===== src/logic/missunit_macros.svh =====
// Miss unit width and count macros
// Shared sizing for the L1 data cache miss handler: ports, ways,
// address split, line and data widths, transaction ids

`ifndef MISSUNIT_MACROS_SVH
`define MISSUNIT_MACROS_SVH

// miss ports, the highest one carries writes only
`define MU_NUM_PORTS 3
// ways per set
`define MU_SET_ASSOC 4

// address split
`define MU_PADDR_W   32
`define MU_OFFSET_W  4
`define MU_INDEX_W   8

`define MU_LINE_W    128
`define MU_ID_W      2
`define MU_DATA_W    64

`endif


===== src/logic/missunit_pkg.sv =====
// Miss unit package
// Vector types, bus structs and enums shared by the miss handler blocks

`default_nettype none

`include "missunit_macros.svh"

package missunit_pkg;

    typedef logic [`MU_PADDR_W-1:0]                   paddr_t;
    typedef logic [`MU_PADDR_W-`MU_INDEX_W-1:0]       tag_t;
    typedef logic [`MU_INDEX_W-`MU_OFFSET_W-1:0]      cl_idx_t;
    typedef logic [`MU_SET_ASSOC-1:0]                 way_vec_t;
    typedef logic [$clog2(`MU_SET_ASSOC)-1:0]         way_idx_t;
    typedef logic [$clog2(`MU_NUM_PORTS)-1:0]         port_idx_t;
    typedef logic [`MU_ID_W-1:0]                      tid_t;
    typedef logic [`MU_DATA_W-1:0]                    wdata_t;
    typedef logic [`MU_LINE_W-1:0]                    line_t;

    typedef enum logic {LOAD_REQ, STORE_REQ} req_type_e;

    typedef enum logic [1:0] {RTRN_LOAD_ACK, RTRN_STORE_ACK, RTRN_OTHER} rtrn_type_e;

    // one port's miss as seen by the handler
    typedef struct packed {
        paddr_t    paddr; logic we; logic nc; logic [2:0] size;
        tid_t      id; way_vec_t vld_bits; wdata_t wdata;
    } miss_req_t;

    // request bus towards memory
    typedef struct packed {
        req_type_e rtype; tid_t tid; logic nc; way_idx_t way;
        paddr_t    paddr; logic [2:0] size; wdata_t data;
    } mem_req_t;

    typedef struct packed {
        rtrn_type_e rtype; tid_t tid; logic nc; line_t data;
    } mem_rtrn_t;

    // the single outstanding read
    typedef struct packed {
        paddr_t paddr; tid_t id; logic nc; way_idx_t repl_way; port_idx_t port_idx;
    } mshr_t;

    // full line write into the data and tag arrays
    typedef struct packed {
        logic vld; logic nc; way_vec_t we; tag_t tag; cl_idx_t idx;
        logic [`MU_OFFSET_W-1:0] off; line_t data;
        logic [`MU_LINE_W/8-1:0] data_be; way_vec_t vld_bits;
    } cl_wr_t;

endpackage

`default_nettype wire


===== src/logic/dcache_missunit.sv =====
// L1 data cache miss unit
// Top of the miss handler: port arbiter, MSHR controller and refill writer
// sharing one memory request bus with a request/acknowledge handshake.

`timescale 1ns/1ps
`default_nettype none

`include "missunit_macros.svh"

module dcache_missunit (
    input  logic                                          clk_i,
    input  logic                                          rst_ni,
    // miss ports
    input  logic [`MU_NUM_PORTS-1:0]                      miss_req_i,
    input  missunit_pkg::miss_req_t [`MU_NUM_PORTS-1:0]   miss_i,
    output logic [`MU_NUM_PORTS-1:0]                      miss_ack_o,
    output logic                                          miss_o,
    output logic [`MU_NUM_PORTS-1:0]                      miss_rtrn_vld_o,
    output missunit_pkg::tid_t                            miss_rtrn_id_o,
    // cache line write port
    output missunit_pkg::cl_wr_t                          cl_wr_o,
    // memory bus
    output logic                                          mem_req_o,
    input  logic                                          mem_ack_i,
    output missunit_pkg::mem_req_t                        mem_data_o,
    input  logic                                          mem_rtrn_vld_i,
    input  missunit_pkg::mem_rtrn_t                       mem_rtrn_i
);

    logic                    sel_valid, mask_reads, lock;
    missunit_pkg::port_idx_t sel_idx;
    missunit_pkg::miss_req_t sel_miss;
    missunit_pkg::req_type_e rtype;
    missunit_pkg::way_idx_t  repl_way;
    logic                    load_ack, mshr_vld;
    missunit_pkg::mshr_t     mshr;

    miss_port_arbiter i_arbiter (
        .clk_i, .rst_ni, .miss_req_i, .miss_i,
        .mask_reads_i ( mask_reads ),
        .lock_i       ( lock       ),
        .sel_valid_o  ( sel_valid  ),
        .sel_idx_o    ( sel_idx    ),
        .sel_miss_o   ( sel_miss   ),
        .rtype_i      ( rtype      ),
        .way_i        ( repl_way   ),
        .mem_data_o
    );

    mshr_ctrl i_mshr_ctrl (
        .clk_i, .rst_ni,
        .sel_valid_i  ( sel_valid  ),
        .sel_idx_i    ( sel_idx    ),
        .sel_miss_i   ( sel_miss   ),
        .mem_ack_i,
        .load_ack_i   ( load_ack   ),
        .mem_req_o, .miss_ack_o,
        .rtype_o      ( rtype      ),
        .way_o        ( repl_way   ),
        .mask_reads_o ( mask_reads ),
        .lock_o       ( lock       ),
        .mshr_o       ( mshr       ),
        .mshr_vld_o   ( mshr_vld   ),
        .miss_o
    );

    refill_writer i_refill_writer (
        .clk_i, .rst_ni, .mem_rtrn_vld_i, .mem_rtrn_i,
        .mshr_i       ( mshr       ),
        .mshr_vld_i   ( mshr_vld   ),
        .load_ack_o   ( load_ack   ),
        .miss_rtrn_vld_o, .miss_rtrn_id_o, .cl_wr_o
    );

endmodule

`default_nettype wire


===== src/logic/miss_port_arbiter.sv =====
// Miss port arbiter
// Fixed-priority grant of one miss port, lowest index first. The grant is
// frozen while the controller locks it, and the granted port's fields are
// steered onto the memory request bus.

`timescale 1ns/1ps
`default_nettype none

`include "missunit_macros.svh"

module miss_port_arbiter (
    input  logic                                          clk_i,
    input  logic                                          rst_ni,
    input  logic [`MU_NUM_PORTS-1:0]                      miss_req_i,
    input  missunit_pkg::miss_req_t [`MU_NUM_PORTS-1:0]   miss_i,
    input  logic                                          mask_reads_i,
    input  logic                                          lock_i,
    output logic                                          sel_valid_o,
    output missunit_pkg::port_idx_t                       sel_idx_o,
    output missunit_pkg::miss_req_t                       sel_miss_o,
    input  missunit_pkg::req_type_e                       rtype_i,
    input  missunit_pkg::way_idx_t                        way_i,
    output missunit_pkg::mem_req_t                        mem_data_o
);

    logic [`MU_NUM_PORTS-1:0] we_vec;
    logic [`MU_NUM_PORTS-1:0] req_masked_d, req_masked_q;

    always_comb begin : p_grant
        for (int k = 0; k < `MU_NUM_PORTS; k++) begin
            we_vec[k] = miss_i[k].we;
        end
        // keep last cycle's mask while a request is in flight
        if (lock_i) begin
            req_masked_d = req_masked_q;
        end else if (mask_reads_i) begin
            req_masked_d = miss_req_i & we_vec;
        end else begin
            req_masked_d = miss_req_i;
        end
        // scan downwards so the lowest request wins
        sel_idx_o = '0;
        for (int k = `MU_NUM_PORTS-1; k >= 0; k--) begin
            if (req_masked_d[k]) begin
                sel_idx_o = missunit_pkg::port_idx_t'(k);
            end
        end
    end

    assign sel_valid_o = |req_masked_d;
    assign sel_miss_o  = miss_i[sel_idx_o];

    always_ff @(posedge clk_i or negedge rst_ni) begin : p_mask_reg
        if (!rst_ni) begin
            req_masked_q <= '0;
        end else begin
            req_masked_q <= req_masked_d;
        end
    end

    ////////////////////////////////////////
    // outgoing request bus
    ////////////////////////////////////////

    assign mem_data_o.rtype = rtype_i;
    assign mem_data_o.tid   = sel_miss_o.id;
    assign mem_data_o.nc    = sel_miss_o.nc;
    assign mem_data_o.way   = way_i;
    assign mem_data_o.paddr = sel_miss_o.paddr;
    assign mem_data_o.size  = sel_miss_o.size;
    assign mem_data_o.data  = sel_miss_o.wdata;

    // port roles, reads below the last port, writes on it
    read_ports_no_we : assert property (@(posedge clk_i) disable iff (!rst_ni)
        (miss_req_i[`MU_NUM_PORTS-2:0] & we_vec[`MU_NUM_PORTS-2:0]) == '0)
        else $error("miss arbiter: read port issued a write");

    write_port_we : assert property (@(posedge clk_i) disable iff (!rst_ni)
        miss_req_i[`MU_NUM_PORTS-1] |-> we_vec[`MU_NUM_PORTS-1])
        else $error("miss arbiter: write port issued a read");

endmodule

`default_nettype wire


===== src/logic/mshr_ctrl.sv =====
// MSHR controller
// Issues the granted miss on the memory bus and waits for its acknowledge.
// Writes pass through unless they hit the outstanding read's line; a read
// allocates the single MSHR and picks its replacement way, the lowest
// invalid way or a pseudo-random one from an 8-bit LFSR.

`timescale 1ns/1ps
`default_nettype none

`include "missunit_macros.svh"

module mshr_ctrl (
    input  logic                            clk_i,
    input  logic                            rst_ni,
    input  logic                            sel_valid_i,
    input  missunit_pkg::port_idx_t         sel_idx_i,
    input  missunit_pkg::miss_req_t         sel_miss_i,
    input  logic                            mem_ack_i,
    input  logic                            load_ack_i,
    output logic                            mem_req_o,
    output logic [`MU_NUM_PORTS-1:0]        miss_ack_o,
    output missunit_pkg::req_type_e         rtype_o,
    output missunit_pkg::way_idx_t          way_o,
    output logic                            mask_reads_o,
    output logic                            lock_o,
    output missunit_pkg::mshr_t             mshr_o,
    output logic                            mshr_vld_o,
    output logic                            miss_o
);

    typedef enum logic [1:0] {ST_IDLE, ST_STORE_WAIT, ST_LOAD_WAIT} state_e;

    state_e                 state_d, state_q;
    missunit_pkg::mshr_t    mshr_q;
    logic                   mshr_vld_d, mshr_vld_q;
    logic                   mshr_alloc, update_lfsr;
    logic                   wr_collision, all_ways_valid;
    missunit_pkg::way_idx_t inv_way, rnd_way, repl_way;
    logic [7:0]             lfsr_q;

    ////////////////////////////////////////
    // replacement way
    ////////////////////////////////////////

    always_comb begin : p_inv_way
        inv_way = '0;
        for (int k = `MU_SET_ASSOC-1; k >= 0; k--) begin
            if (!sel_miss_i.vld_bits[k]) begin
                inv_way = missunit_pkg::way_idx_t'(k);
            end
        end
    end

    assign all_ways_valid = &sel_miss_i.vld_bits;
    assign rnd_way        = lfsr_q[$clog2(`MU_SET_ASSOC)-1:0];
    assign repl_way       = all_ways_valid ? rnd_way : inv_way;
    assign way_o          = repl_way;

    // write to the line that is being refilled must wait
    assign wr_collision = mshr_vld_q &&
        (mshr_q.paddr[`MU_PADDR_W-1:`MU_OFFSET_W] == sel_miss_i.paddr[`MU_PADDR_W-1:`MU_OFFSET_W]);

    ////////////////////////////////////////
    // control FSM
    ////////////////////////////////////////

    always_comb begin : p_fsm
        state_d     = state_q;
        mem_req_o   = 1'b0;
        rtype_o     = missunit_pkg::LOAD_REQ;
        lock_o      = 1'b0;
        mshr_alloc  = 1'b0;
        update_lfsr = 1'b0;
        unique case (state_q)
            ST_IDLE: begin
                if (sel_valid_i && sel_miss_i.we) begin
                    if (!wr_collision) begin
                        mem_req_o = 1'b1;
                        rtype_o   = missunit_pkg::STORE_REQ;
                        if (!mem_ack_i) state_d = ST_STORE_WAIT;
                    end
                // a load ack in this cycle frees the MSHR
                end else if (sel_valid_i && (!mshr_vld_q || load_ack_i)) begin
                    mem_req_o   = 1'b1;
                    mshr_alloc  = mem_ack_i;
                    update_lfsr = mem_ack_i & all_ways_valid;
                    if (!mem_ack_i) state_d = ST_LOAD_WAIT;
                end
            end
            ST_STORE_WAIT: begin
                lock_o    = 1'b1;
                mem_req_o = 1'b1;
                rtype_o   = missunit_pkg::STORE_REQ;
                if (mem_ack_i) state_d = ST_IDLE;
            end
            ST_LOAD_WAIT: begin
                lock_o    = 1'b1;
                mem_req_o = 1'b1;
                if (mem_ack_i) begin
                    mshr_alloc  = 1'b1;
                    update_lfsr = all_ways_valid;
                    state_d     = ST_IDLE;
                end
            end
            default: state_d = ST_IDLE;
        endcase
    end

    always_comb begin : p_ack
        miss_ack_o            = '0;
        miss_ack_o[sel_idx_i] = mem_req_o & mem_ack_i;
    end

    assign mask_reads_o = mshr_vld_q & ~load_ack_i;
    assign mshr_vld_d   = mshr_alloc ? 1'b1 : (load_ack_i ? 1'b0 : mshr_vld_q);
    assign miss_o       = mshr_alloc & ~sel_miss_i.nc;
    assign mshr_o       = mshr_q;
    assign mshr_vld_o   = mshr_vld_q;

    always_ff @(posedge clk_i or negedge rst_ni) begin : p_regs
        if (!rst_ni) begin
            state_q    <= ST_IDLE;
            mshr_vld_q <= 1'b0;
            lfsr_q     <= 8'h5a;
        end else begin
            state_q    <= state_d;
            mshr_vld_q <= mshr_vld_d;
            // taps 8,6,5,4
            if (update_lfsr) lfsr_q <= {lfsr_q[6:0], lfsr_q[7] ^ lfsr_q[5] ^ lfsr_q[4] ^ lfsr_q[3]};
        end
    end

    always_ff @(posedge clk_i) begin : p_mshr
        if (mshr_alloc) begin
            mshr_q.paddr    <= sel_miss_i.paddr;
            mshr_q.id       <= sel_miss_i.id;
            mshr_q.nc       <= sel_miss_i.nc;
            mshr_q.repl_way <= repl_way;
            mshr_q.port_idx <= sel_idx_i;
        end
    end

endmodule

`default_nettype wire


===== src/logic/refill_writer.sv =====
// Refill writer
// Decodes memory responses into load and store acknowledges, signals the
// waiting port, and writes a cached refill line into its replacement way.

`timescale 1ns/1ps
`default_nettype none

`include "missunit_macros.svh"

module refill_writer (
    input  logic                        clk_i,
    input  logic                        rst_ni,
    input  logic                        mem_rtrn_vld_i,
    input  missunit_pkg::mem_rtrn_t     mem_rtrn_i,
    input  missunit_pkg::mshr_t         mshr_i,
    input  logic                        mshr_vld_i,
    output logic                        load_ack_o,
    output logic [`MU_NUM_PORTS-1:0]    miss_rtrn_vld_o,
    output missunit_pkg::tid_t          miss_rtrn_id_o,
    output missunit_pkg::cl_wr_t        cl_wr_o
);

    logic                   store_ack;
    logic                   cl_write_en;
    missunit_pkg::way_vec_t repl_way_oh;

    assign load_ack_o = mem_rtrn_vld_i && (mem_rtrn_i.rtype == missunit_pkg::RTRN_LOAD_ACK);
    assign store_ack  = mem_rtrn_vld_i && (mem_rtrn_i.rtype == missunit_pkg::RTRN_STORE_ACK);

    always_comb begin : p_rtrn
        miss_rtrn_vld_o = '0;
        if (load_ack_o) miss_rtrn_vld_o[mshr_i.port_idx] = 1'b1;
        // stores only come from the last port
        if (store_ack) miss_rtrn_vld_o[`MU_NUM_PORTS-1] = 1'b1;
    end

    assign miss_rtrn_id_o = mem_rtrn_i.tid;

    ////////////////////////////////////////
    // line write
    ////////////////////////////////////////

    // uncached loads never touch the arrays
    assign cl_write_en = load_ack_o & ~mshr_i.nc;
    assign repl_way_oh = missunit_pkg::way_vec_t'(1) << mshr_i.repl_way;

    assign cl_wr_o.vld      = cl_write_en;
    assign cl_wr_o.nc       = mshr_i.nc;
    assign cl_wr_o.we       = cl_write_en ? repl_way_oh : '0;
    assign cl_wr_o.vld_bits = cl_write_en ? repl_way_oh : '0;
    assign cl_wr_o.tag      = mshr_i.paddr[`MU_PADDR_W-1:`MU_INDEX_W];
    assign cl_wr_o.idx      = mshr_i.paddr[`MU_INDEX_W-1:`MU_OFFSET_W];
    assign cl_wr_o.off      = mshr_i.paddr[`MU_OFFSET_W-1:0];
    assign cl_wr_o.data     = mem_rtrn_i.data;
    assign cl_wr_o.data_be  = cl_write_en ? '1 : '0;

    // a load ack must belong to the read held in the MSHR
    load_ack_tid : assert property (@(posedge clk_i) disable iff (!rst_ni)
        load_ack_o |-> (mshr_vld_i && mem_rtrn_i.tid == mshr_i.id))
        else $error("refill writer: load ack without matching MSHR id");

endmodule

`default_nettype wire


===== config.mk =====
export PLATFORM = sky130hd
export DESIGN_NAME = dcache_missunit
export DESIGN_NICKNAME = d
export VERILOG_FILES = /design/src/logic/missunit_pkg.sv /design/src/logic/dcache_missunit.sv /design/src/logic/miss_port_arbiter.sv /design/src/logic/mshr_ctrl.sv /design/src/logic/refill_writer.sv
export VERILOG_INCLUDE_DIRS = /design/src /design/src/logic
export SDC_FILE = /design/constraint.sdc
export NUM_CORES = 1
export LEC_CHECK = 0
export ABC_AREA = 1
export BUFFER_PORTS_ARGS = -buffer_cell sky130_fd_sc_hd__buf_4
export CAP_MARGIN = 20
export CORE_AREA = 2 2 299 301
export DETAILED_ROUTE_END_ITERATION = 12
export DIE_AREA = 0 0 301 303
export HOLD_SLACK_MARGIN = 0.06
export PLACE_DENSITY = 0.32
export SLEW_MARGIN = 20
export SYNTH_ARGS = -nofsm -noshare
export SYNTH_HDL_FRONTEND = slang
export SYNTH_SLANG_ARGS = --single-unit
export TNS_END_PERCENT = 50

===== constraint.sdc =====
create_clock -name clk_i -period 6.6 [get_ports clk_i]
set_input_delay 0.33 -clock clk_i [delete_from_list [all_inputs] [get_ports clk_i]]
set_output_delay 0.33 -clock clk_i [all_outputs]
set_load 0.01 [all_outputs]

==> results, run 1 <==
- Of all nets on the critical path, the largest fanout is 36.
- Buffers placed on the I/O ports in this run total 500.
- The number of synthesis warnings is 0.
- The combined global-route utilization of all metal layers is 14.2%.
- In this run the tightest slew margin relative to its limit is 38.2%.
- The via count of the first global-routing pass came to 8732.
- The total setup violations reported at the end of the flow is 0.
- The worst path needs 4.91 ns of the cycle, external delays included.
- For this block, the initial DRC count from the detailed router was 472.
- The share of total power dissipated in the clock network is 6.2%.
- The number of placement rows is 109.
- The worst min-delay path class is in -> reg.
- The multiplexer share of the synthesized area is 0%.
- The number of buffers on the longest clock path is 2.
- The number of sinks handled by clock tree synthesis is 51.
- The source-to-sink clock delay at the later pin of the worst-skew pair is 0.34 ns.
- The endpoint identified for the worst register-to-register timing path is i_mshr_ctrl.lfsr_q[0].
- In the synthesized netlist, the number of instances is 1133.
- Net switching is 59.0% of the power.
- The flow ran to the end, and the final reports show no timing, DRC or antenna violations.
- Counting flops with a built-in enable in the synthesized netlist gives 37.
- The chip height is 303 um.
- The fraction of registers with async set/reset is 27.5%.
- The number of different library cells used by synthesis comes to 41.
- Of the synthesized area, sequential elements account for 21.0%.
- Walking the worst path, the cells encountered are inv_1 -> ha_1 -> nor2_1 -> a21oi_4 -> buf_4 -> nand3_4 -> inv_2 -> buf_4 -> nand2_1 -> nand2_1 -> nand2_1 -> nand2_1 -> nand2_1 -> nor2_1 -> nand2_1 -> nor2_1 -> nand2_2 -> nand2_2 -> nand2_1 -> nand3_2 -> nor2_1 -> buf_4.
- The floorplan step set the die width to 301 um.
- The predominant post-synthesis flop cell is edfxtp_1.
- The synthesized-area fraction occupied by ao, oa, aoi and oai cells is 9.56%.
- Across all register-to-register paths, the minimum setup slack is 2.25 ns.
- The critical path launch point type is a flop.
- The final worst-path setup slack is 1.69 ns.
- After clock tree synthesis, the repair step resized 0 gates.
- The count of pins on the block boundary is 762.
- The cts-stage hold buffer count is 1.
- The largest net degree at the start of global routing is 141.
- The source of the worst register-to-register timing path is i_mshr_ctrl.state_q[0].
- The routed layout has 8719 vias.
- The final weighted congestion in routability-driven placement is 0.812.
- In this run the number of H-tree levels came out at 2.
- Setup repair after global routing left no endpoint under its margin.
- The hold path startpoint is miss_i[300].
- The layout overhead on the synthesized area is 54.9%.
- The final global-route overflow total is 0.
- The detail route stage leaves a number of antenna-violating nets equal to 0.
- The setup slack after placement is 1.84 ns.
- When the netlist entered floorplanning its net count stood at 1598.
- The first global-routing pass estimated 85.7 mm of wire.
- The number of buffers inserted during clock tree synthesis is 5.
- The share of post-route cells with drive strength above 1 is 39.0%.
- The worst setup path is captured at an output port.
- Based on the critical path, the design can be clocked at up to 204 MHz.
- The root buffer cell chosen for the clock tree is clkbuf_16.
- After legalization and detailed placement, the total HPWL measured 58.6 mm.
- The total DRC errors in the routed layout is 0.
- The largest family of logic cells by synthesized area is simple AND/OR/NAND/NOR gates.
- At the end of the flow, the number of nets in the layout was 1873.
- The CTS tree is done.
- The area of the core region is 88000 um^2.
- The slew at the pin closest to its max-slew limit is 0.924 ns.
- The area share of fa/ha/maj cells after synthesis is 0.717%.
- Dividing the detail-routed wire length by the instance count gives 26.1 um.
- The setup total negative slack is 0 ns.
- The part of the power in registers is 11.1%.
- The combinational share of power is 82.6%.
- In the finished design, the share of the clock period the worst path needs comes to 74.4%.
- The path with the worst hold slack has its endpoint at i_mshr_ctrl.mshr_o[18].
- The leading cell type in the layout, fill and taps excluded is buf_4.
- The cell area after synthesis is 6980 um^2.
- A synthesized cell averages 6.16 um^2.
- Hold is met by 0.322 ns.
- The total power per unit cell area is 516 nW/um^2.
- The internal power contribution is 2.28 mW.
- In this design, the stage delay of the slowest critical-path cell is 0.58 ns.
- The cell count of the worst hold path is 3.
- In the layout the commonest cells are buf_4 (506), nand2_1 (365), inv_1 (117).
- For this block, the routed nets add up to 67.4 mm of wire.
- Post-CTS timing repair inserted 0 buffers for setup.
- The maximum clock skew at final layout is 0.0206 ns.
- The count of pins over their slew limit is 0.
- The register bit count reported by yosys is 51.
- The cell repeated most along the worst path is nand2_1.
- The number of antenna violations at the first check in global routing is 70.
- Counting cells, the worst reg-to-reg path comes to 16.
- The final count of hold timing violations is 0.
- The worst setup path is of the reg -> out kind.
- The ratio of routed vias to standard cells is 3.38.
- The power dissipated by switching net loads is 3.29 mW.
- The xor/xnor share of the synthesized area is 0.377%.
- The die area is 91200 um^2.
- The leakage power summed over all cells is 5.37 nW.
- The data arrival time at the worst-slack endpoint is 4.58 ns.
- The initial core utilization is 7.93%.
- For the worst setup path, the data required time is 6.27 ns.
- The clock-pin transition on the worst setup and hold timing paths is 0.09 ns.
- The worst voltage drop across the vdd grid is 254 uV.
- The first-pass iteration count of the detailed router is 5.
- The synthesized netlist devotes 37.7% of its cell area to simple gates.
- The master of the slowest instance on the critical path is inv_2.
- After filler insertion, the fill cell instance count of the layout stands at 10400.
- The tool flagged a number of max-cap violations equal to 0.
- The total chip power is 5.57 mW.
-- final cells by class --
cell class,instances,area (um^2),share of cell area (%)
diodes,3,7.51,0.0695
multi-input cells,723,3420,31.6
clock inverters,1,30.0,0.278
repair buffers,509,3850,35.6
inverters,118,443,4.10
flip-flops and latches,51,1470,13.6
clock buffers,7,133,1.23
well taps,1165,1460,13.5
-- routing by layer --
metal	share of wire [%]	track usage [%]	up-vias
met5	0.040	0	-
met4	2.9	2.69	4
met3	9.2	5.60	211
met2	53	27.7	552
met1	35	14.2	3993
li1	-	-	3959
-- critical path, delay by kind of cell, from the launching register on --
kind	cells	cell delay, ns
AOI/OAI and AO/OA	1	0.23
and+or+nand+nor	15	1.57
buffers and inverters	5	1.54
DFF	1	0.41
adders and majority gates	1	0.45
-- per-stage QoR --
stage / cell area [um^2] / std cells / util [%]
after floorplan: 6980 / 1133 / -
after global placement: 10600 / 2565 / 12.1
after detailed placement: 10600 / 2565 / 12.1
after CTS: 10800 / 2574 / 12.3
after global routing: 10800 / 2574 / 12.3
final: 10800 / 2577 / 12.3
-- cell usage after synthesis (all sizes together) (3+ instances only) --
master	instances	share of area, %
a31oi	77	7.1
edfxtp	37	16
nand2	374	21
o21ai	9	0.75
o211ai	4	0.50
ha	4	0.72
or2	3	0.27
xnor2	3	0.38
inv	118	6.3
a21oi	6	0.70
nor3	8	0.57
dfrtp	10	3.6
clkbuf	27	1.5
nor2	103	5.9
nand3b	21	2.3
buf	214	23
dfstp	4	1.5
nand3	104	7.7
-- registers in the layout, summed over array words and instances (netlist names) --
name and cells:
i_arbiter.req_masked_q 3, i_mshr_ctrl.mshr_o 37, i_mshr_ctrl.mshr_vld_o 1, i_mshr_ctrl.state_q 2, i_mshr_ctrl.lfsr_q 8
-- kinds of logic (layout without fill, tap and decap cells) --
| logic type | Yosys count | after routing |
|---|---|---|
| and+or+nand+nor | 616 | 616 |
| buffers and inverters | 359 | 635 |
| AOI/OAI and AO/OA | 100 | 100 |
| DFF | 51 | 51 |
| adders and majority gates | 4 | 4 |
| xor gates and xnor gates | 3 | 3 |
| other | 0 | 3 |
-- worst max path at each step --
stage,start,to,slack (ns),cells after the start
global route,i_mshr_ctrl.state_q[0],miss_ack_o[2],1.20,22
detailed placement,i_mshr_ctrl.state_q[0],miss_ack_o[2],1.84,22
global placement,i_mshr_ctrl.state_q[1],miss_ack_o[2],1.85,22
finish,i_mshr_ctrl.state_q[0],miss_ack_o[2],1.69,22
floorplan,i_mshr_ctrl.state_q[0],miss_o,3.28,15
CTS,i_mshr_ctrl.state_q[0],miss_ack_o[2],1.41,22
-- power by group through the flow --
stage | Clock, mW | Combinational [mW] | Sequential (mW)
2_1_floorplan | 0 | 2.38 | 0.594
3_3_place_gp | 0 | 4.83 | 0.624
3_5_place_dp | 0 | 4.82 | 0.628
4_1_cts | 0.378 | 4.84 | 0.622
5_1_grt | 0.382 | 5.13 | 0.636
6_report | 0.348 | 4.60 | 0.620
No activity file was read; power rests on OpenSTA's default activity.
==> inputs of run 2 (changes only) <==
Settings changed: ABC_AREA 1 to 0, CORE_AREA 2 2 299 301 to 2 2 294 296, DIE_AREA 0 0 301 303 to 0 0 296 298, PLACE_DENSITY 0.32 to 0.33.
Clock period 6.6 ns to 4.4 ns, I/O delays scaled along.
==> run 2 against run 1 <==
Compared with the run above: setup slack lost 1.5 ns; sequential power increased by 39%; core utilization rose by 0.32 points; clock power increased by 39%; clock-buffer cell count unchanged; die area down 3.3%; sequential share of layout area is 0.14 points higher; global-route usage decreased by 1.7 points; design area fell by 1.0%; critical path type unchanged; highest routed layer is now met4.
==> results, run 2 <==
- The flow ran to the end, and the final reports show no timing, DRC or antenna violations.
- The final count of hold timing violations is 0 (unchanged).
- The largest net degree at the start of global routing came to 85 (-40%).
- The area of the core region is 84900 um^2 (-3.5%).
- The total power per unit cell area came to 762 nW/um^2 (+48%).
- The critical path launch point type is a flop.
- The final instance count without filler cells is 2365 (-8.2%).
- The global-route wire length before repair came to 74.5 mm (-13%).
- The critical path class is reg -> out.
- The clock-pin transition on the worst setup and hold timing paths is 0.08 ns (about the same).
- The total number of vias is 7910 (-9.3%).
- STA classifies the critical path endpoint as an output port.
- The portion of the clock cycle consumed by the worst path in the final layout is 95.7%.
- The share of synthesized area occupied by flip-flops and latches is 23.1% (+2.1 points).
- The maximum level of the CTS H-tree is 2 (unchanged).
- The worst hold path begins at mem_ack_i.
- The clock tree root driver cell is clkbuf_16.
- The initial core utilization is 7.48% (-0.45 points).
- The cell area after synthesis is 6350 um^2 (-9.0%).
- The fraction of registers with async set/reset is 27.5% (unchanged).
- The cell repeated most along the worst path is buf_4.
- Setup repair after global routing left no endpoint under its margin.
- The final worst-path setup slack is 0.190 ns (-1.50 ns).
- The final critical-path required period is 4.21 ns.
- The average cell area after synthesis was 7.08 um^2 (+15%).
- The die boundary width came to 296 um (-1.7%).
- The number of placement rows came to 107 (-1.8%).
- The average detailed-routed wire length per instance is 24.8 um (-5.1%).
- The count of pins over their slew limit is 0 (unchanged).
- The antenna diode count is 0 (-3).
- The worst voltage drop across the vdd grid is 260 uV (+2.4%).
- The area share of the largest cell type after synthesis came to 22.3% (+2.2 points).
- The worst register-to-register path begins at i_mshr_ctrl.state_q[1].
- The share of post-route cells with drive strength above 1 is 49.9% (+11 points).
- The library cell used most frequently in the layout, excluding fill and tap cells, is buf_4.
- The number of flip-flops in the largest register was 37 (unchanged).
- The via count of the first global-routing pass is 7954 (-8.9%).
- The number of buffers added on ports was 500 (unchanged).
- The largest fanout on the critical path came to 42 (+17%).
- In the post-synthesis netlist, the biggest area contributors are buf_4 (22%), edfxtp_1 (18%), a31oi_1 (10%).
- The total DRC errors in the routed layout came to 0 (unchanged).
- The count of pins on the block boundary is 762 (unchanged).
- The source-to-sink clock delay at the later pin of the worst-skew pair is 0.31 ns (-0.03 ns).
- The number of nets in the layout is 1685 (-10%).
- The predominant post-synthesis flop cell is edfxtp_1.
- The number of buffers on the longest clock path is 2 (unchanged).
- The first-pass iteration count of the detailed router is 6 (+1).
- The distinct cell type count after synthesis is 59 (+44%).
- The maximum clock frequency is 238 MHz.
- The setup slack after placement is 0.225 ns (-1.61 ns).
- The placed instance count came to 2351 (-8.3%).
- The master of the slowest instance on the critical path is a31oi_1.
- The register bit count reported by yosys is 51 (unchanged).
- In the layout the commonest cells are buf_4 (549), nand2_1 (172), nor2_1 (99), a31oi_1 (99), edfxtp_1 (37).
- Walking the worst path, the cells encountered are inv_1 -> ha_2 -> buf_4 -> mux2i_2 -> a31o_4 -> or3_4 -> buf_4 -> buf_4 -> buf_4 -> buf_4 -> nor2_1 -> a31oi_1 -> buf_4.
- The data required time at the worst endpoint came to 4.18 ns (-2.09 ns).
- The total setup violations reported at the end of the flow is 0 (unchanged).
- The count of flip-flops with a built-in enable after synthesis is 37 (unchanged).
- The ratio of routed vias to standard cells is 3.34 (-1.1%).
- The data arrival time at the worst-slack endpoint was 3.99 ns (-0.59 ns).
- The total detailed-routing wirelength was 58.7 mm (-13%).
- The combined global-route utilization of all metal layers is 12.5% (-1.7 points).
- The post-route core utilization is 12.6% (+0.32 points).
- The number of synthesis warnings is 0 (unchanged).
- The reported max-cap violation count is 0 (unchanged).
- The gate count after technology mapping is 897 (-21%).
- The number of buffers inserted during clock tree synthesis is 5 (unchanged).
- The die area is 88200 um^2 (-3.3%).
- The worst min-delay path class is in -> reg.
- The maximum clock skew at final layout is 0.00570 ns (-0.0149 ns).
- The most common cell in the synthesized netlist is buf_4.
- The final weighted congestion in routability-driven placement is 0.948 (+17%).
- The worst setup path startpoint is i_mshr_ctrl.state_q[1].
- The chip height is 298 um (-1.7%).
- The synthesized netlist net count came to 1362 (-15%).
- The area growth from synthesis to layout is 68.5%.
- The final global-route overflow total is 0 (unchanged).
- The DRC marker count from the first detailed-route iteration is 614 (+30%).
- The remaining max-slew budget at the tightest pin is 51.9% (+14 points).
- The half-perimeter wire length after placement is 51.4 mm (-12%).
- The remaining antenna violation count after routing is 0 (unchanged).
- After synthesis, the most frequently instantiated cells are buf_4 (189), nand2_1 (172), a31oi_1 (104), nor2_1 (100), edfxtp_1 (37).
- Of all cell types, the one taking the most synthesized area is buf_4.
- The leakage power summed over all cells was 4.69 nW (-13%).
- The number of antenna violations at the first check in global routing is 15 (-79%).
- The number of sinks handled by clock tree synthesis was 51 (unchanged).
- The CTS tree is done.
- The biggest cell delay along the critical path is 0.49 ns (-0.09 ns).
- The slew at the pin closest to its max-slew limit is 0.720 ns (-0.204 ns).
==> run 2: path summary, 6_finish.rpt <==
| kind | to | slack (ns) | cells past startpoint |
|---|---|---|---|
| setup / recovery | mem_data_o[61] | 0.19 | 13 |
| hold / removal | i_mshr_ctrl.state_q[1] | 0.27 | 3 |
| setup reg to reg | i_mshr_ctrl.lfsr_q[2] | 0.63 | 14 |
| hold reg to reg | i_mshr_ctrl.lfsr_q[2] | 0.51 | 1 |
| max in group asynchronous | i_mshr_ctrl.lfsr_q[3] | 3.80 | 2 |
| min in group asynchronous | i_arbiter.req_masked_q[0] | 0.34 | 2 |
==> run 2: what timing repair did <==
action,4_1_cts,5_1_grt
setup buffers,3,0
hold buffers,1,0
pin swaps,3,2
endpoints found under the setup margin,5,20
endpoints found under the hold margin,14,0
resized for setup,10,30
cloned,1,1
==> run 2: logic make-up (layout without fill, tap and decap cells) <==
family,count (synthesis),count (layout),synth area share [%]
AO/OA/AOI/OAI,185,185,18.9
XOR/XNOR,15,15,2.07
adder cells (fa/ha/maj),4,4,0.788
buffers and inverters,272,594,28.4
flip-flops,51,51,23.1
multiplexers,17,17,2.84
AND/OR/NAND/NOR,353,355,23.9
==> run 2: worst max-delay path: cells and delay by family (launching register included) <==
kind | cells | cell delay, ns
AND/OR/NAND/NOR | 2 | 0.35
multiplexers | 1 | 0.28
adder cells (fa/ha/maj) | 1 | 0.39
buffers and inverters | 7 | 1.52
AO/OA/AOI/OAI | 2 | 0.68
flip-flops | 1 | 0.41
==> run 2: area by class of cell <==
class	count	area, um^2
repair buffers	558	4250
flip-flops and latches	51	1470
clock buffers	7	164
inverters	28	120
well taps	1144	1430
multi-input cells	576	3250
fillers	9892	74200
clock inverters	1	8.76
==> run 2: power by group <==
part           internal, mW  total, mW  switching (mW)
Clock                 0.265      0.485           0.220
Sequential            0.746      0.859           0.113
Combinational          2.56       6.80            4.24
==> run 2: per-layer routing <==
| layer | up-vias | wire length [um] | GRT usage, % |
|---|---|---|---|
| li1 | 3580 | - | - |
| met1 | 3683 | 20700 | 13.2 |
| met2 | 512 | 30700 | 23.5 |
| met3 | 135 | 5880 | 4.60 |
| met4 | 0 | 1400 | 2.73 |
| met5 | - | 0 | 0.111 |
==> run 2: through the flow <==
stage          total power, mW  area, um^2  hold slack [ns]   TNS, ns
6_report                  8.15       10700            0.272         0
5_1_grt                   8.82       10700            0.288         0
3_3_place_gp              7.73       10300           0.0989         0
2_1_floorplan             3.80        6350          -0.0756         0
3_5_place_dp              7.69       10300            0.101         0
4_1_cts                   8.33       10500            0.243  -0.00468
==> inputs of run 3 (changes only) <==
Settings changed: GPL_TIMING_DRIVEN set to 0.
==> run 3 against run 2 <==
Compared with the run above: sequential share of layout area shrank 2.9 points; fmax shrank 0.53%; clock power shrank 8.2%; via count grew 19%; sequential power shrank 1%; highest routed layer is now met5; clock skew grew 0.014 ns; register-to-register slack lost 0.06 ns; largest cell class unchanged.
==> results, run 3 (synthesis results as in run 2) <==
- The half-perimeter wire length after placement was 59.4 mm (+16%).
- The global routing usage on met3 is 3.80% (-0.80 points).
- The worst register-to-register path ends at i_mshr_ctrl.state_q[0].
- The fill cell instance count of the final layout is 9857 (-0.35%).
- The maximum clock frequency is 236 MHz (-0.53%).
- The global-route wire length before repair was 86.5 mm (+16%).
- The source-to-sink clock delay at the later pin of the worst-skew pair was 0.32 ns (about the same).
- The hold path endpoint is i_mshr_ctrl.state_q[1].
- The via count of the first global-routing pass came to 9753 (+23%).
- The path depth of the worst reg2reg path is 16 (+2).
- The maximum clock skew at final layout is 0.0201 ns (+0.0144 ns).
- The largest net degree at the start of global routing is 38 (-55%).
- The number of buffer and inverter stages on the critical path is 26 (+19).
- The total detailed-routing wirelength was 66.9 mm (+14%).
- The final critical-path required period came to 4.23 ns (+0.0223 ns).
- The data arrival time at the worst-slack endpoint was 4.01 ns (+0.02 ns).
- The number of antenna violations at the first check in global routing is 29 (+14).
- The portion of the clock cycle consumed by the worst path in the final layout is 96.2% (+0.51 points).
- The slew at the pin closest to its max-slew limit is 0.799 ns (+0.0792 ns).
- The count of pins over their slew limit came to 0 (unchanged).
- The number of nets in the layout was 2042 (+21%).
- The hold path startpoint is mem_ack_i.
- The count of pins on the block boundary is 762 (unchanged).
- The sequential standard cell area is 1470 um^2 (unchanged).
- The biggest cell delay along the critical path is 0.36 ns (-0.13 ns).
- Setup repair after global routing left no endpoint under its margin.
- The cell repeated most along the worst path is buf_4.
- The placed instance count was 2671 (+14%).
- The chip height is 298 um (unchanged).
- The final global-route overflow total is 0 (unchanged).
- Leaving out fill and tap cells, the most frequent cell in the layout is buf_4.
- The data required time at the worst endpoint came to 4.18 ns (about the same).
- The DRC marker count from the first detailed-route iteration is 478 (-22%).
- The final count of hold timing violations came to 0 (unchanged).
- The setup slack after placement came to -0.959 ns (-1.18 ns).
- The top cell types in the final layout, fill and taps aside, are buf_4 (856), nand2_1 (172), nor2_1 (99).
- The die boundary width is 296 um (unchanged).
- The internal reg-to-reg setup slack was 0.57 ns (-0.06 ns).
- The area of the core region is 84900 um^2 (unchanged).
- The share of post-route cells with drive strength above 1 is 61.5% (+12 points).
- The reported max-cap violation count is 0 (unchanged).
- The combined global-route utilization of all metal layers came to 14.4% (+1.9 points).
- The number of buffers on the longest clock path is 2 (unchanged).
- The met1 demand-to-capacity share in global routing was 15.4% (+2.2 points).
- The worst-case hold slack is 0.271 ns (-0.000743 ns).
- The clock-pin transition on the worst setup and hold timing paths is 0.07 ns (about the same).
- The number of buffers inserted during clock tree synthesis came to 5 (unchanged).
- The cell count of the worst hold path came to 3 (unchanged).
- The remaining max-slew budget at the tightest pin is 46.4% (-5.6 points).
- The master of the slowest instance on the critical path is dfrtp_1.
- The number of buffers added on ports came to 630 (+26%).
- The number of sinks handled by clock tree synthesis came to 51 (unchanged).
- The maximum level of the CTS H-tree is 2 (unchanged).
- The average detailed-routed wire length per instance was 24.6 um (-1.0%).
- The total power per unit cell area was 660 nW/um^2 (-13%).
- The total number of vias is 9411 (+19%).
- The total setup violations reported at the end of the flow was 0 (unchanged).
- The remaining antenna violation count after routing was 0 (unchanged).
- The initial core utilization is 7.48% (unchanged).
- The min-delay analysis places its worst path in the category in -> reg.
- met2 is the most crowded layer.
- The setup path with the least slack is of type reg -> out.
- The final worst-path setup slack is 0.167 ns (-0.0223 ns).
- The post-route core utilization is 15.9% (+3.3 points).
- The first-pass iteration count of the detailed router is 5 (-1).
- The number of placement rows is 107 (unchanged).
- TritonCTS built the clock tree.
- The number of flip-flops in the largest register is 37 (unchanged).
- The largest fanout on the critical path came to 2 (-95%).
- The cell type group with the largest total delay on the critical path is buffers and inverters.
- The run finished with clean final reports.
- The clock tree root driver cell is clkbuf_16.
- STA classifies the critical path startpoint as a flop.
- The total DRC errors in the routed layout was 0 (unchanged).
- The source of the worst register-to-register timing path is i_mshr_ctrl.state_q[0].
- The met2 demand-to-capacity share in global routing is 28.5% (+5.0 points).
- The leakage power summed over all cells is 6.36 nW (+36%).
- The area used by multi-input combinational logic was 3470 um^2 (+6.8%).
- The layout overhead on the synthesized area is 113%.
- The final weighted congestion in routability-driven placement is 0.871 (-8.1%).
- The final instance count without filler cells is 2723 (+15%).
- The worst voltage drop across the vdd grid was 204 uV (-22%).
- The ratio of routed vias to standard cells was 3.46 (+3.3%).
- STA classifies the critical path endpoint as an output port.
- The total chip power is 8.92 mW (+9.5%).
- The die area is 88200 um^2 (unchanged).
[run 3: changes by cell type in the layout (fill, tap and decap cells not counted), sizes merged]
cell,change
buf,+327
clkbuf,+30
or3,-2
bufbuf,+1
clkinvlp,+1
diode,+1
[run 3: final cells by class]
| type | instances | share of cell area (%) |
|---|---|---|
| diodes | 1 | 0.0185 |
| plain buffers | 241 | 12.9 |
| clock buffers | 6 | 0.954 |
| clock inverters | 2 | 0.111 |
| inverters | 28 | 0.935 |
| multi-input cells | 574 | 25.7 |
| flip-flops and latches | 51 | 10.9 |
| well taps | 1144 | 10.6 |
| repair buffers | 676 | 38.0 |
[run 3: per-stage QoR]
stage	area (um^2)	TNS [ns]
4_1_cts	13300	-0.0406
3_5_place_dp	12500	-56.84
3_3_place_gp	12500	-74.74
5_1_grt	13500	0
6_report	13500	0
2_1_floorplan	6350	0
[run 3: power breakdown]
part / switching (mW) / internal, mW / total, mW
Clock: 0.230 / 0.216 / 0.445
Sequential: 0.0989 / 0.748 / 0.847
Combinational: 4.66 / 2.96 / 7.63
Total: 4.99 / 3.93 / 8.92
[run 3: routing by layer]
metal,vias up,wire [um]
met2,537,36600
met3,91,5360
met5,-,24
li1,4301,-
met1,4478,23900
met4,4,1000
[run 3: how the worst max path moves through the flow]
stage | to | startpoint | cells after the start
after floorplan | mem_data_o[104] | i_mshr_ctrl.state_q[0] | 16
after global placement | mem_data_o[25] | i_mshr_ctrl.state_q[0] | 14
after detailed placement | mem_data_o[69] | i_mshr_ctrl.state_q[1] | 15
after CTS | miss_ack_o[1] | i_mshr_ctrl.state_q[0] | 18
after global routing | mem_data_o[51] | i_mshr_ctrl.state_q[1] | 13
final | mem_data_o[104] | i_mshr_ctrl.state_q[1] | 28
[run 3: timing repair]
action                                 CTS  global route
hold buffers                             1             0
pin swaps                               10             6
cloned                                   2             0
endpoints found under the hold margin   14             0
setup endpoints to repair              113            25
setup buffers                           41             3
resized for setup                       69            30
[run 3: worst register-to-register path: cells and delay by family, from the launching register on]
family | cells | cell delay (ns)
muxes | 1 | 0.20
buffers and inverters | 6 | 0.69
DFF | 1 | 0.37
and+or+nand+nor | 3 | 1.21
xor gates and xnor gates | 1 | 0.15
AOI/OAI and AO/OA | 4 | 0.79
adders and majority gates | 1 | 0.32
